**src/hw/mlkem_cfg.svh**
```systemverilog
`ifndef MLKEM_CFG_SVH
`define MLKEM_CFG_SVH

// ML-KEM modulus
`define MLKEM_Q 3329

// Width of a fully reduced residue
`define MLKEM_Q_WIDTH 12

// Width of one arithmetic input share
`define MASKED_REG_SIZE 24

// Pipeline depths in clock cycles
`define BARRETT_LATENCY 6
`define COND_SUB_LATENCY 3

// State width of the mask generator LFSR
`define RNG_STATE_WIDTH 96

`endif

```
**src/hw/mlkem_arith_pkg.sv**
```systemverilog
`include "mlkem_cfg.svh"

package mlkem_arith_pkg;

    // Single share widths
    typedef logic [`MASKED_REG_SIZE-1:0] word_share_t;
    typedef logic [`MLKEM_Q_WIDTH:0]     c_share_t;
    typedef logic [`MLKEM_Q_WIDTH+1:0]   roll_share_t;
    typedef logic [`MLKEM_Q_WIDTH-1:0]   q_share_t;

    // Two-share word, secret is share0 + share1 mod 2^24
    typedef struct packed {
        word_share_t share1;
        word_share_t share0;
    } masked_word_t;

    // Intermediate values t and x - q*t, shared mod 2^13
    typedef struct packed {
        c_share_t share1;
        c_share_t share0;
    } masked_c_t;

    // c shifted by 2^12 - q, shared mod 2^14
    typedef struct packed {
        roll_share_t share1;
        roll_share_t share0;
    } masked_roll_t;

    // Shares of either q or zero, mod 2^12
    typedef struct packed {
        q_share_t share1;
        q_share_t share0;
    } masked_q_t;

endpackage

```
**src/hw/mlkem_mask_pkg.sv**
```systemverilog
`include "mlkem_cfg.svh"

package mlkem_mask_pkg;

    // Fresh randomness consumed by the reduction in one cycle
    typedef struct packed {
        // B2A remask of the q-or-zero shares
        logic [`MLKEM_Q_WIDTH-1:0]   rnd_12bit;
        logic [`MLKEM_Q_WIDTH+1:0]   rnd_14bit;
        // Output remask
        logic [`MASKED_REG_SIZE-1:0] rnd_24bit;
        // Gadget randomness of the masked carry chain
        logic [`MLKEM_Q_WIDTH+1:0]   rnd_bool0;
        logic [`MLKEM_Q_WIDTH+1:0]   rnd_bool1;
        // Refresh of the comparison bit
        logic                        rnd_1bit;
    } mask_rnd_t;

    // Host request tag
    typedef logic [7:0] tag_t;

    // Bookkeeping that travels beside each item
    typedef struct packed {
        logic valid;
        tag_t tag;
    } tagged_valid_t;

endpackage

```
**src/hw/mask_rng.sv**
```systemverilog
`include "mlkem_cfg.svh"

module mask_rng (
    input  logic                         clk,
    input  logic                         rst_n,
    input  logic                         seed_load,
    input  logic [`RNG_STATE_WIDTH-1:0]  seed,
    output mlkem_mask_pkg::mask_rnd_t    rnd
);

    import mlkem_mask_pkg::*;

    localparam int SW = `RNG_STATE_WIDTH;
    // Enough steps so every bundle bit is a new feedback bit
    localparam int STEPS = $bits(mask_rnd_t);

    logic [SW-1:0] state;
    logic [SW-1:0] state_next;
    logic          seeded;

    // Fibonacci LFSR, taps 96 94 49 47
    function automatic logic [SW-1:0] lfsr_advance(input logic [SW-1:0] s);
        logic [SW-1:0] r;
        logic          fb;
        r = s;
        for (int i = 0; i < STEPS; i++) begin
            fb = r[SW-1] ^ r[SW-3] ^ r[48] ^ r[46];
            r  = {r[SW-2:0], fb};
        end
        return r;
    endfunction

    assign state_next = lfsr_advance(state);

    // State holds until the host loads a seed
    always_ff @(posedge clk) begin
        if (!rst_n) begin
            state  <= '0;
            seeded <= 1'b0;
        end else if (seed_load) begin
            state  <= seed;
            seeded <= 1'b1;
        end else if (seeded) begin
            state <= state_next;
        end
    end

    assign rnd = state[$bits(mask_rnd_t)-1:0];

    // A zero seed would lock the LFSR
    a_state_nonzero: assert property (@(posedge clk) disable iff (!rst_n)
        seeded |-> (state != '0));

endmodule

```
**src/hw/masked_barrett_cond_sub.sv**
```systemverilog
`include "mlkem_cfg.svh"

module masked_barrett_cond_sub (
    input  logic                          clk,
    input  logic                          rst_n,
    input  logic                          zeroize,
    input  mlkem_arith_pkg::masked_roll_t c_rolled,
    input  mlkem_mask_pkg::mask_rnd_t     rnd,
    output mlkem_arith_pkg::masked_q_t    arith_q
);

    import mlkem_arith_pkg::*;

    localparam int RW = $bits(roll_share_t);
    localparam int QW = `MLKEM_Q_WIDTH;
    localparam logic [QW-1:0] Q = QW'(`MLKEM_Q);

    // Boolean shares of sum bits 13 and 12
    logic [1:0]    top_b0;
    logic [1:0]    top_b1;
    logic [1:0]    top_b0_q;
    logic [1:0]    top_b1_q;
    // Refreshed shares of c >= q
    logic          ge_b0_q;
    logic          ge_b1_q;
    logic [QW-1:0] pick_m1_zero;
    logic [QW-1:0] pick_m1_one;
    masked_q_t     arith_q_next;

    // --------------------------------------------------
    // Stage 1 A2B through a masked ripple carry chain
    // --------------------------------------------------
    // Domain 0 owns share0, domain 1 owns share1
    always_comb begin
        logic k0;
        logic k1;
        logic n0;
        logic n1;
        k0 = 1'b0;
        k1 = 1'b0;
        top_b0 = '0;
        top_b1 = '0;
        for (int i = 0; i < RW; i++) begin
            if (i >= RW - 2) begin
                top_b0[i-(RW-2)] = c_rolled.share0[i] ^ k0;
                top_b1[i-(RW-2)] = c_rolled.share1[i] ^ k1;
            end
            // Generate term masked by rnd_bool0, propagate AND as DOM with rnd_bool1
            n0 = (c_rolled.share0[i] & c_rolled.share1[i] ^ rnd.rnd_bool0[i])
               ^ (c_rolled.share0[i] & k0)
               ^ (c_rolled.share0[i] & k1 ^ rnd.rnd_bool1[i]);
            n1 = rnd.rnd_bool0[i]
               ^ (c_rolled.share1[i] & k0 ^ rnd.rnd_bool1[i])
               ^ (c_rolled.share1[i] & k1);
            k0 = n0;
            k1 = n1;
        end
    end

    // --------------------------------------------------
    // Stage 3 B2A of the bit into shares of q or zero
    // --------------------------------------------------
    // Domain 0 prepares both candidates, domain 1 picks one
    always_comb begin
        pick_m1_zero = (ge_b0_q ? Q : '0) - rnd.rnd_12bit;
        pick_m1_one  = (ge_b0_q ? '0 : Q) - rnd.rnd_12bit;
        arith_q_next.share0 = rnd.rnd_12bit + rnd.rnd_14bit[QW-1:0];
        arith_q_next.share1 = (ge_b1_q ? pick_m1_one : pick_m1_zero)
                            - rnd.rnd_14bit[QW-1:0];
    end

    always_ff @(posedge clk) begin
        if (!rst_n || zeroize) begin
            top_b0_q <= '0;
            top_b1_q <= '0;
            ge_b0_q  <= 1'b0;
            ge_b1_q  <= 1'b0;
            arith_q  <= '0;
        end else begin
            top_b0_q <= top_b0;
            top_b1_q <= top_b1;
            // Stage 2, bit 13 never joins bit 12 so XOR acts as OR
            ge_b0_q  <= top_b0_q[0] ^ top_b0_q[1] ^ rnd.rnd_1bit;
            ge_b1_q  <= top_b1_q[0] ^ top_b1_q[1] ^ rnd.rnd_1bit;
            arith_q  <= arith_q_next;
        end
    end

    a_q_or_zero: assert property (@(posedge clk) disable iff (!rst_n || zeroize)
        (QW'(arith_q.share0 + arith_q.share1) == '0) ||
        (QW'(arith_q.share0 + arith_q.share1) == Q));

endmodule

```
**src/hw/masked_barrett_reduction.sv**
```systemverilog
`include "mlkem_cfg.svh"

module masked_barrett_reduction (
    input  logic                          clk,
    input  logic                          rst_n,
    input  logic                          zeroize,
    input  mlkem_arith_pkg::masked_word_t x,
    input  mlkem_mask_pkg::mask_rnd_t     rnd,
    output mlkem_arith_pkg::masked_word_t y
);

    import mlkem_arith_pkg::*;

    localparam int XW = `MASKED_REG_SIZE;
    localparam int CW = $bits(c_share_t);
    localparam int RW = $bits(roll_share_t);
    localparam int QW = `MLKEM_Q_WIDTH;
    // Width of x * mu
    localparam int PW = XW + CW;
    // Barrett constant floor(2^24 / q) = 5039
    localparam int MU = (1 << XW) / `MLKEM_Q;
    // Carry correction of mu split over both shares
    localparam logic [CW-1:0] MU_LO = CW'(MU % 128);
    localparam logic [CW-1:0] MU_HI = CW'(MU - MU % 128);
    // c + ROLLER reaches 2^12 exactly when c >= q
    localparam logic [RW-1:0] ROLLER = RW'((1 << QW) - `MLKEM_Q);

    masked_c_t    t_next;
    masked_c_t    t_q;
    masked_c_t    x_lo_q;
    masked_c_t    c_next;
    masked_c_t    c_q;
    masked_c_t    c_del;
    masked_roll_t c_rolled;
    masked_q_t    arith_q;
    masked_word_t y_next;

    logic [XW:0]   x_sum;
    logic [PW-1:0] prod0;
    logic [PW-1:0] prod1;
    logic [XW:0]   prod_lo_sum;
    logic [RW-1:0] c_sum;
    logic [QW-1:0] y_int0;
    logic [QW-1:0] y_int1;
    logic [QW:0]   y_sum;

    // mu = 2^12 + 2^9 + 2^8 + 2^7 + 2^5 + 2^3 + 2^2 + 2 + 1
    function automatic logic [PW-1:0] mul_mu(input logic [XW-1:0] a);
        logic [PW-1:0] ae;
        ae = PW'(a);
        return (ae << 12) + (ae << 9) + (ae << 8) + (ae << 7)
             + (ae << 5) + (ae << 3) + (ae << 2) + (ae << 1) + ae;
    endfunction

    // q = 2^11 + 2^10 + 2^8 + 1, only the low 13 bits matter
    function automatic logic [CW-1:0] mul_q(input logic [CW-1:0] b);
        return (b << 11) + (b << 10) + (b << 8) + b;
    endfunction

    // --------------------------------------------------
    // Stage 1 masked t = (x * mu) >> 24
    // --------------------------------------------------
    always_comb begin
        x_sum       = {1'b0, x.share0} + {1'b0, x.share1};
        prod0       = mul_mu(x.share0);
        prod1       = mul_mu(x.share1);
        prod_lo_sum = {1'b0, prod0[XW-1:0]} + {1'b0, prod1[XW-1:0]};
        // Remove the 2^24 wrap of the input shares from t
        t_next.share0 = prod0[PW-1:XW] + CW'(prod_lo_sum[XW])
                      - (x_sum[XW] ? MU_LO : '0);
        t_next.share1 = prod1[PW-1:XW] - (x_sum[XW] ? MU_HI : '0);
    end

    // Stage 2 c = x - q*t per share, mod 2^13
    always_comb begin
        c_next.share0 = x_lo_q.share0 - mul_q(t_q.share0);
        c_next.share1 = x_lo_q.share1 - mul_q(t_q.share1);
    end

    // --------------------------------------------------
    // Stage 3 roll c into 14 bits for the comparison
    // --------------------------------------------------
    always_comb begin
        c_sum = {1'b0, c_q.share0} + {1'b0, c_q.share1};
        c_rolled.share0 = {1'b0, c_q.share0} + ROLLER
                        - (c_sum[RW-1] ? RW'(1 << CW) : '0);
        c_rolled.share1 = {1'b0, c_q.share1};
    end

    masked_barrett_cond_sub i_cond_sub (
        .clk      (clk),
        .rst_n    (rst_n),
        .zeroize  (zeroize),
        .c_rolled (c_rolled),
        .rnd      (rnd),
        .arith_q  (arith_q)
    );

    // Keeps c in step with the returned q-or-zero shares
    share_delay_line #(
        .payload_t (masked_c_t),
        .DEPTH     (`COND_SUB_LATENCY)
    ) i_c_delay (
        .clk     (clk),
        .rst_n   (rst_n),
        .zeroize (zeroize),
        .d       (c_q),
        .q       (c_del)
    );

    // Stage 4 y = c - q or c, widened and remasked
    always_comb begin
        y_int0 = c_del.share0[QW-1:0] - arith_q.share0;
        y_int1 = c_del.share1[QW-1:0] - arith_q.share1;
        y_sum  = {1'b0, y_int0} + {1'b0, y_int1};
        y_next.share0 = XW'(y_int0) - rnd.rnd_24bit - (y_sum[QW] ? XW'(1 << QW) : '0);
        y_next.share1 = XW'(y_int1) + rnd.rnd_24bit;
    end

    always_ff @(posedge clk) begin
        if (!rst_n || zeroize) begin
            t_q    <= '0;
            x_lo_q <= '0;
            c_q    <= '0;
            y      <= '0;
        end else begin
            t_q           <= t_next;
            x_lo_q.share0 <= x.share0[CW-1:0];
            x_lo_q.share1 <= x.share1[CW-1:0];
            c_q           <= c_next;
            y             <= y_next;
        end
    end

    // Every stage holds a consistent item, so y is always fully reduced
    a_y_reduced: assert property (@(posedge clk) disable iff (!rst_n)
        !zeroize |=> (XW'(y.share0 + y.share1) < XW'(`MLKEM_Q)));

endmodule

```
**src/hw/masked_reduce_top.sv**
```systemverilog
`include "mlkem_cfg.svh"

module masked_reduce_top (
    input  logic                          clk,
    input  logic                          rst_n,
    input  logic                          zeroize,
    input  logic                          seed_load,
    input  logic [`RNG_STATE_WIDTH-1:0]   seed,
    input  logic                          in_valid,
    input  mlkem_mask_pkg::tag_t          in_tag,
    input  mlkem_arith_pkg::masked_word_t in_word,
    output logic                          out_valid,
    output mlkem_mask_pkg::tag_t          out_tag,
    output mlkem_arith_pkg::masked_word_t out_word
);

    import mlkem_mask_pkg::*;

    mask_rnd_t     rnd;
    tagged_valid_t tv_in;
    tagged_valid_t tv_out;

    mask_rng i_rng (
        .clk       (clk),
        .rst_n     (rst_n),
        .seed_load (seed_load),
        .seed      (seed),
        .rnd       (rnd)
    );

    masked_barrett_reduction i_reduce (
        .clk     (clk),
        .rst_n   (rst_n),
        .zeroize (zeroize),
        .x       (in_word),
        .rnd     (rnd),
        .y       (out_word)
    );

    // Valid and tag ride beside the datapath
    assign tv_in.valid = in_valid;
    assign tv_in.tag   = in_tag;

    share_delay_line #(
        .payload_t (tagged_valid_t),
        .DEPTH     (`BARRETT_LATENCY)
    ) i_tag_delay (
        .clk     (clk),
        .rst_n   (rst_n),
        .zeroize (zeroize),
        .d       (tv_in),
        .q       (tv_out)
    );

    assign out_valid = tv_out.valid;
    assign out_tag   = tv_out.tag;

endmodule

```
**src/hw/share_delay_line.sv**
```systemverilog
module share_delay_line #(
    parameter type payload_t = logic,
    parameter int  DEPTH     = 1
) (
    input  logic     clk,
    input  logic     rst_n,
    input  logic     zeroize,
    input  payload_t d,
    output payload_t q
);

    payload_t stage_q [DEPTH];

    // Plain shift register, wiped as a whole
    always_ff @(posedge clk) begin
        if (!rst_n || zeroize) begin
            for (int i = 0; i < DEPTH; i++) begin
                stage_q[i] <= '0;
            end
        end else begin
            stage_q[0] <= d;
            for (int i = 1; i < DEPTH; i++) begin
                stage_q[i] <= stage_q[i-1];
            end
        end
    end

    assign q = stage_q[DEPTH-1];

endmodule

```
**config.mk**
```make
export PLATFORM = sky130hd
export DESIGN_NAME = masked_reduce_top
export DESIGN_NICKNAME = d
export VERILOG_FILES = /design/src/hw/mlkem_arith_pkg.sv /design/src/hw/mlkem_mask_pkg.sv /design/src/hw/mask_rng.sv /design/src/hw/masked_barrett_cond_sub.sv /design/src/hw/masked_barrett_reduction.sv /design/src/hw/masked_reduce_top.sv /design/src/hw/share_delay_line.sv
export VERILOG_INCLUDE_DIRS = /design/src /design/src/hw
export SDC_FILE = /design/constraint.sdc
export NUM_CORES = 2
export LEC_CHECK = 0
export BUFFER_PORTS_ARGS = -buffer_cell sky130_fd_sc_hd__buf_2
export CAP_MARGIN = 20
export CORE_MARGIN = 2
export CORE_UTILIZATION = 25
export CTS_BUF_LIST = sky130_fd_sc_hd__clkbuf_16
export CTS_CLUSTER_DIAMETER = 40
export DETAILED_ROUTE_END_ITERATION = 10
export PLACE_DENSITY = 0.51
export SYNTH_ARGS = -nofsm -noshare
export SYNTH_HDL_FRONTEND = slang
export SYNTH_SLANG_ARGS = --single-unit
```
**constraint.sdc**
```tcl
create_clock -name clk -period 20.7 [get_ports clk]
set_clock_uncertainty 0.05 [all_clocks]
set_input_delay 0 -clock clk [delete_from_list [all_inputs] [get_ports clk]]
set_output_delay 0 -clock clk [all_outputs]
set_load 0.02 [all_outputs]
```
==> results.cfg <==
[logic_synthesis]
synthArstFlopShare_pct = 0
syn-instance-count = 3473
yosys_warnings = 0
avgSynthCellArea_um2 = 9.35
netlist_area_um2 = 32500
synth_cell_types = 85
synth_seq_area_share_pct = 23.4
synth-main-ff-cell = dfxtp_1
synth-edff-count = 0
synth_nets = 4334
ys_seq_elements = 379

[global_routing]
overflow = 0
grt_max_degree = 101
antenna_found_initial = 1
grt_usage_pct = 13.6
grt_pass1_wl_mm = 142
grt_pass1_vias = 25200

[layout]
area_growth_syn_to_layout_pct = 23.3
postLayoutCellArea_um2 = 40100
post_route_cells_drive_above_1_share_pct = 10.1
fillers = 13400
layout.nets = 4727
final-seq-area_um2 = 7590
multiInputGateArea_um2 = 22600

[drt]
via_count = 24400
wl_mm = 90.7
drtIter0Drc = 1311
avgRoutedWirePerCell_um = 16.0
remaining_drc_errors = 0
drtPass1Iterations = 5
viasPerCell = 4.30
antenna_left = 0

[setup_path]
r2r_cells = 27
crit_type = primary input to register
worstPathArrival_ns = 8.54
critical-path-slowest-cell = fa_1
crit_path_frequent_cell = fa_1
slowest_delay_ns = 0.55
start_kind = primary input
end_kind = register
timing.rr.start = i_reduce.i_cond_sub.arith_q[13]
required_ns = 21.12
worst-path-buf-inv = 5
cpLargestDelayFamily = adder cells
reg2reg_to = i_reduce.y[22]
crit_fanout = 9
reg2reg_slack_ns = 14.75

[min_path]
hold_depth = 4
hp-class = primary input to register
whs_endpoint = i_rng.state[54]
hold_start = seed[54]

[sta]
period_share_pct = 39.2
fin_ws_ns = 12.58
drv_slew = 0
fin_setup_tns_ns = 0
min_period_ns = 8.12
relSlewSlack_pct = 28.6
setup_viol = 0
rsz0062_at_grt = false
max_freq_mhz = 123
worstMarginPinSlew_ns = 1.06
final-hold-violation-count = 0

[cts]
cts_htree_levels = 3
clock_latency_ns = 0.62
cts_num_sinks = 379
cts_tree = done
clockRootBuffer = clkbuf_16
cts_buffers = 75
clock_path_buffers = 3
cts_setup_buffers = 0
path_clk_slew_ns = 0.05

[floorplan]
rows = 132
start_util_pct = 25.1
die_area_um2 = 133000
ios = 214
fp.coreArea_um2 = 129000
die_w_um = 365
die_y_um = 365

[placement]
place_ws_ns = 12.51
io_buffers = 213
place_congestion = 0.872
hpwl_mm = 70.6
placed_cell_area_um2 = 35400

[status]
status = completed

[power_and_ir_drop]
leakagePower_uw = 0.0178
ir_drop_v = 0.000141
power_density_nw_per_um2 = 168

[flow_run]
drv_cap = 0
[registers in the layout (all words and copies together) (netlist names), 24 cells and up]
signal                       count
i_reduce.c_q                    26
i_reduce.i_c_delay.stage_q      72
i_reduce.i_cond_sub.arith_q     24
i_reduce.t_q                    26
i_reduce.x_lo_q                 26
i_reduce.y                      48
i_rng.state                     96
i_tag_delay.stage_q             54
[metrics by stage]
stage | power [uW] | hold slack (ns) | cells | util, %
3_3_place_gp | 5420 | 0.150 | 5331 | 27.4
4_1_cts | 6800 | 0.0877 | 5671 | 31.0
6_report | 6720 | 0.134 | 5673 | 31.0
5_1_grt | 7470 | 0.123 | 5671 | 31.0
3_5_place_dp | 5440 | 0.154 | 5331 | 27.4
2_1_floorplan | 4400 | 0.0717 | 3473 | -
[layout by cell type (no fill, tap or decap), drive strengths merged, types with 90 or more instances in the layout]
cell type,n
inv,532
ha,391
dfxtp,379
fa,313
buf,221
a211oi,94
dlygate4sd3,199
o21ai,108
xnor2,305
and2,164
nor2b,107
a21oi,224
nor2,257
nand2,90
[cells in the mapped netlist (all sizes together) (50+ instances only)]
master	number	area, um^2
a211oi	94	711
nand2	90	340
inv	499	1870
clkbuf	82	308
xor2	50	445
nor2	257	965
o21ai	108	548
a21o	67	503
a21oi	224	1140
nor2b	107	669
fa	313	6270
and2	164	1030
ha	391	4890
dfxtp	379	7590
xnor2	305	2670
[what timing repair did]
action                                 in CTS  in global routing
hold buffers                              200                  0
resized for setup                           0                  0
endpoints found under the hold margin     187                  0
setup endpoints to repair                   0                  0
[per-layer routing]
metal / part of all wire, % / GRT usage [%]
met5: 0 / 0
met4: 2.6 / 3.65
met3: 4.7 / 2.10
met2: 45 / 22.6
met1: 47 / 18.4
[kinds of logic after synthesis]
| logic type | count (synthesis) | share of synthesized area (%) |
|---|---|---|
| simple gates | 771 | 12.1 |
| fa+ha+maj | 704 | 34.3 |
| flops | 379 | 23.4 |
| compound gates | 640 | 12.9 |
| buf+inv | 603 | 7.07 |
| mux | 20 | 0.616 |
| xor+xnor | 356 | 9.66 |
[how the worst max path moves through the flow]
stage	cells past startpoint	endpoint	from	slack [ns]
final	39	i_reduce.t_q[12]	in_word[30]	12.58
after global routing	39	i_reduce.t_q[12]	in_word[32]	11.93
after CTS	39	i_reduce.t_q[12]	in_word[32]	12.61
after detailed placement	38	i_reduce.t_q[12]	in_word[32]	12.51
after global placement	38	i_reduce.t_q[12]	in_word[32]	12.48
after floorplan	35	i_reduce.t_q[12]	in_word[25]	13.63
[power breakdown]
| group | leakage (uW) | switching [uW] | internal, uW | total (uW) |
|---|---|---|---|---|
| Sequential | 0.00310 | 84.4 | 815 | 900 |
| Clock | 0.00129 | 468 | 798 | 1270 |
| Combinational | 0.0134 | 2510 | 2050 | 4560 |
| Total | 0.0178 | 3060 | 3660 | 6720 |
[worst min-delay path, stage by stage]
cell           delay (ns)
dlygate4sd3_1        0.52
buf_2                0.10
a21oi_1              0.05
nor2b_1              0.09
[area by class of cell]
class / instances / area share (%)
Antenna cell: 2 / 0.0125
Clock buffer: 76 / 4.75
Clock inverter: 64 / 1.88
Inverter: 499 / 4.68
Multi-Input combinational cell: 2491 / 56.5
Sequential cell: 379 / 18.9
Tap cell: 1742 / 5.44
Timing Repair Buffer: 420 / 7.83
Note: power is estimated with default switching activity, not from simulation.
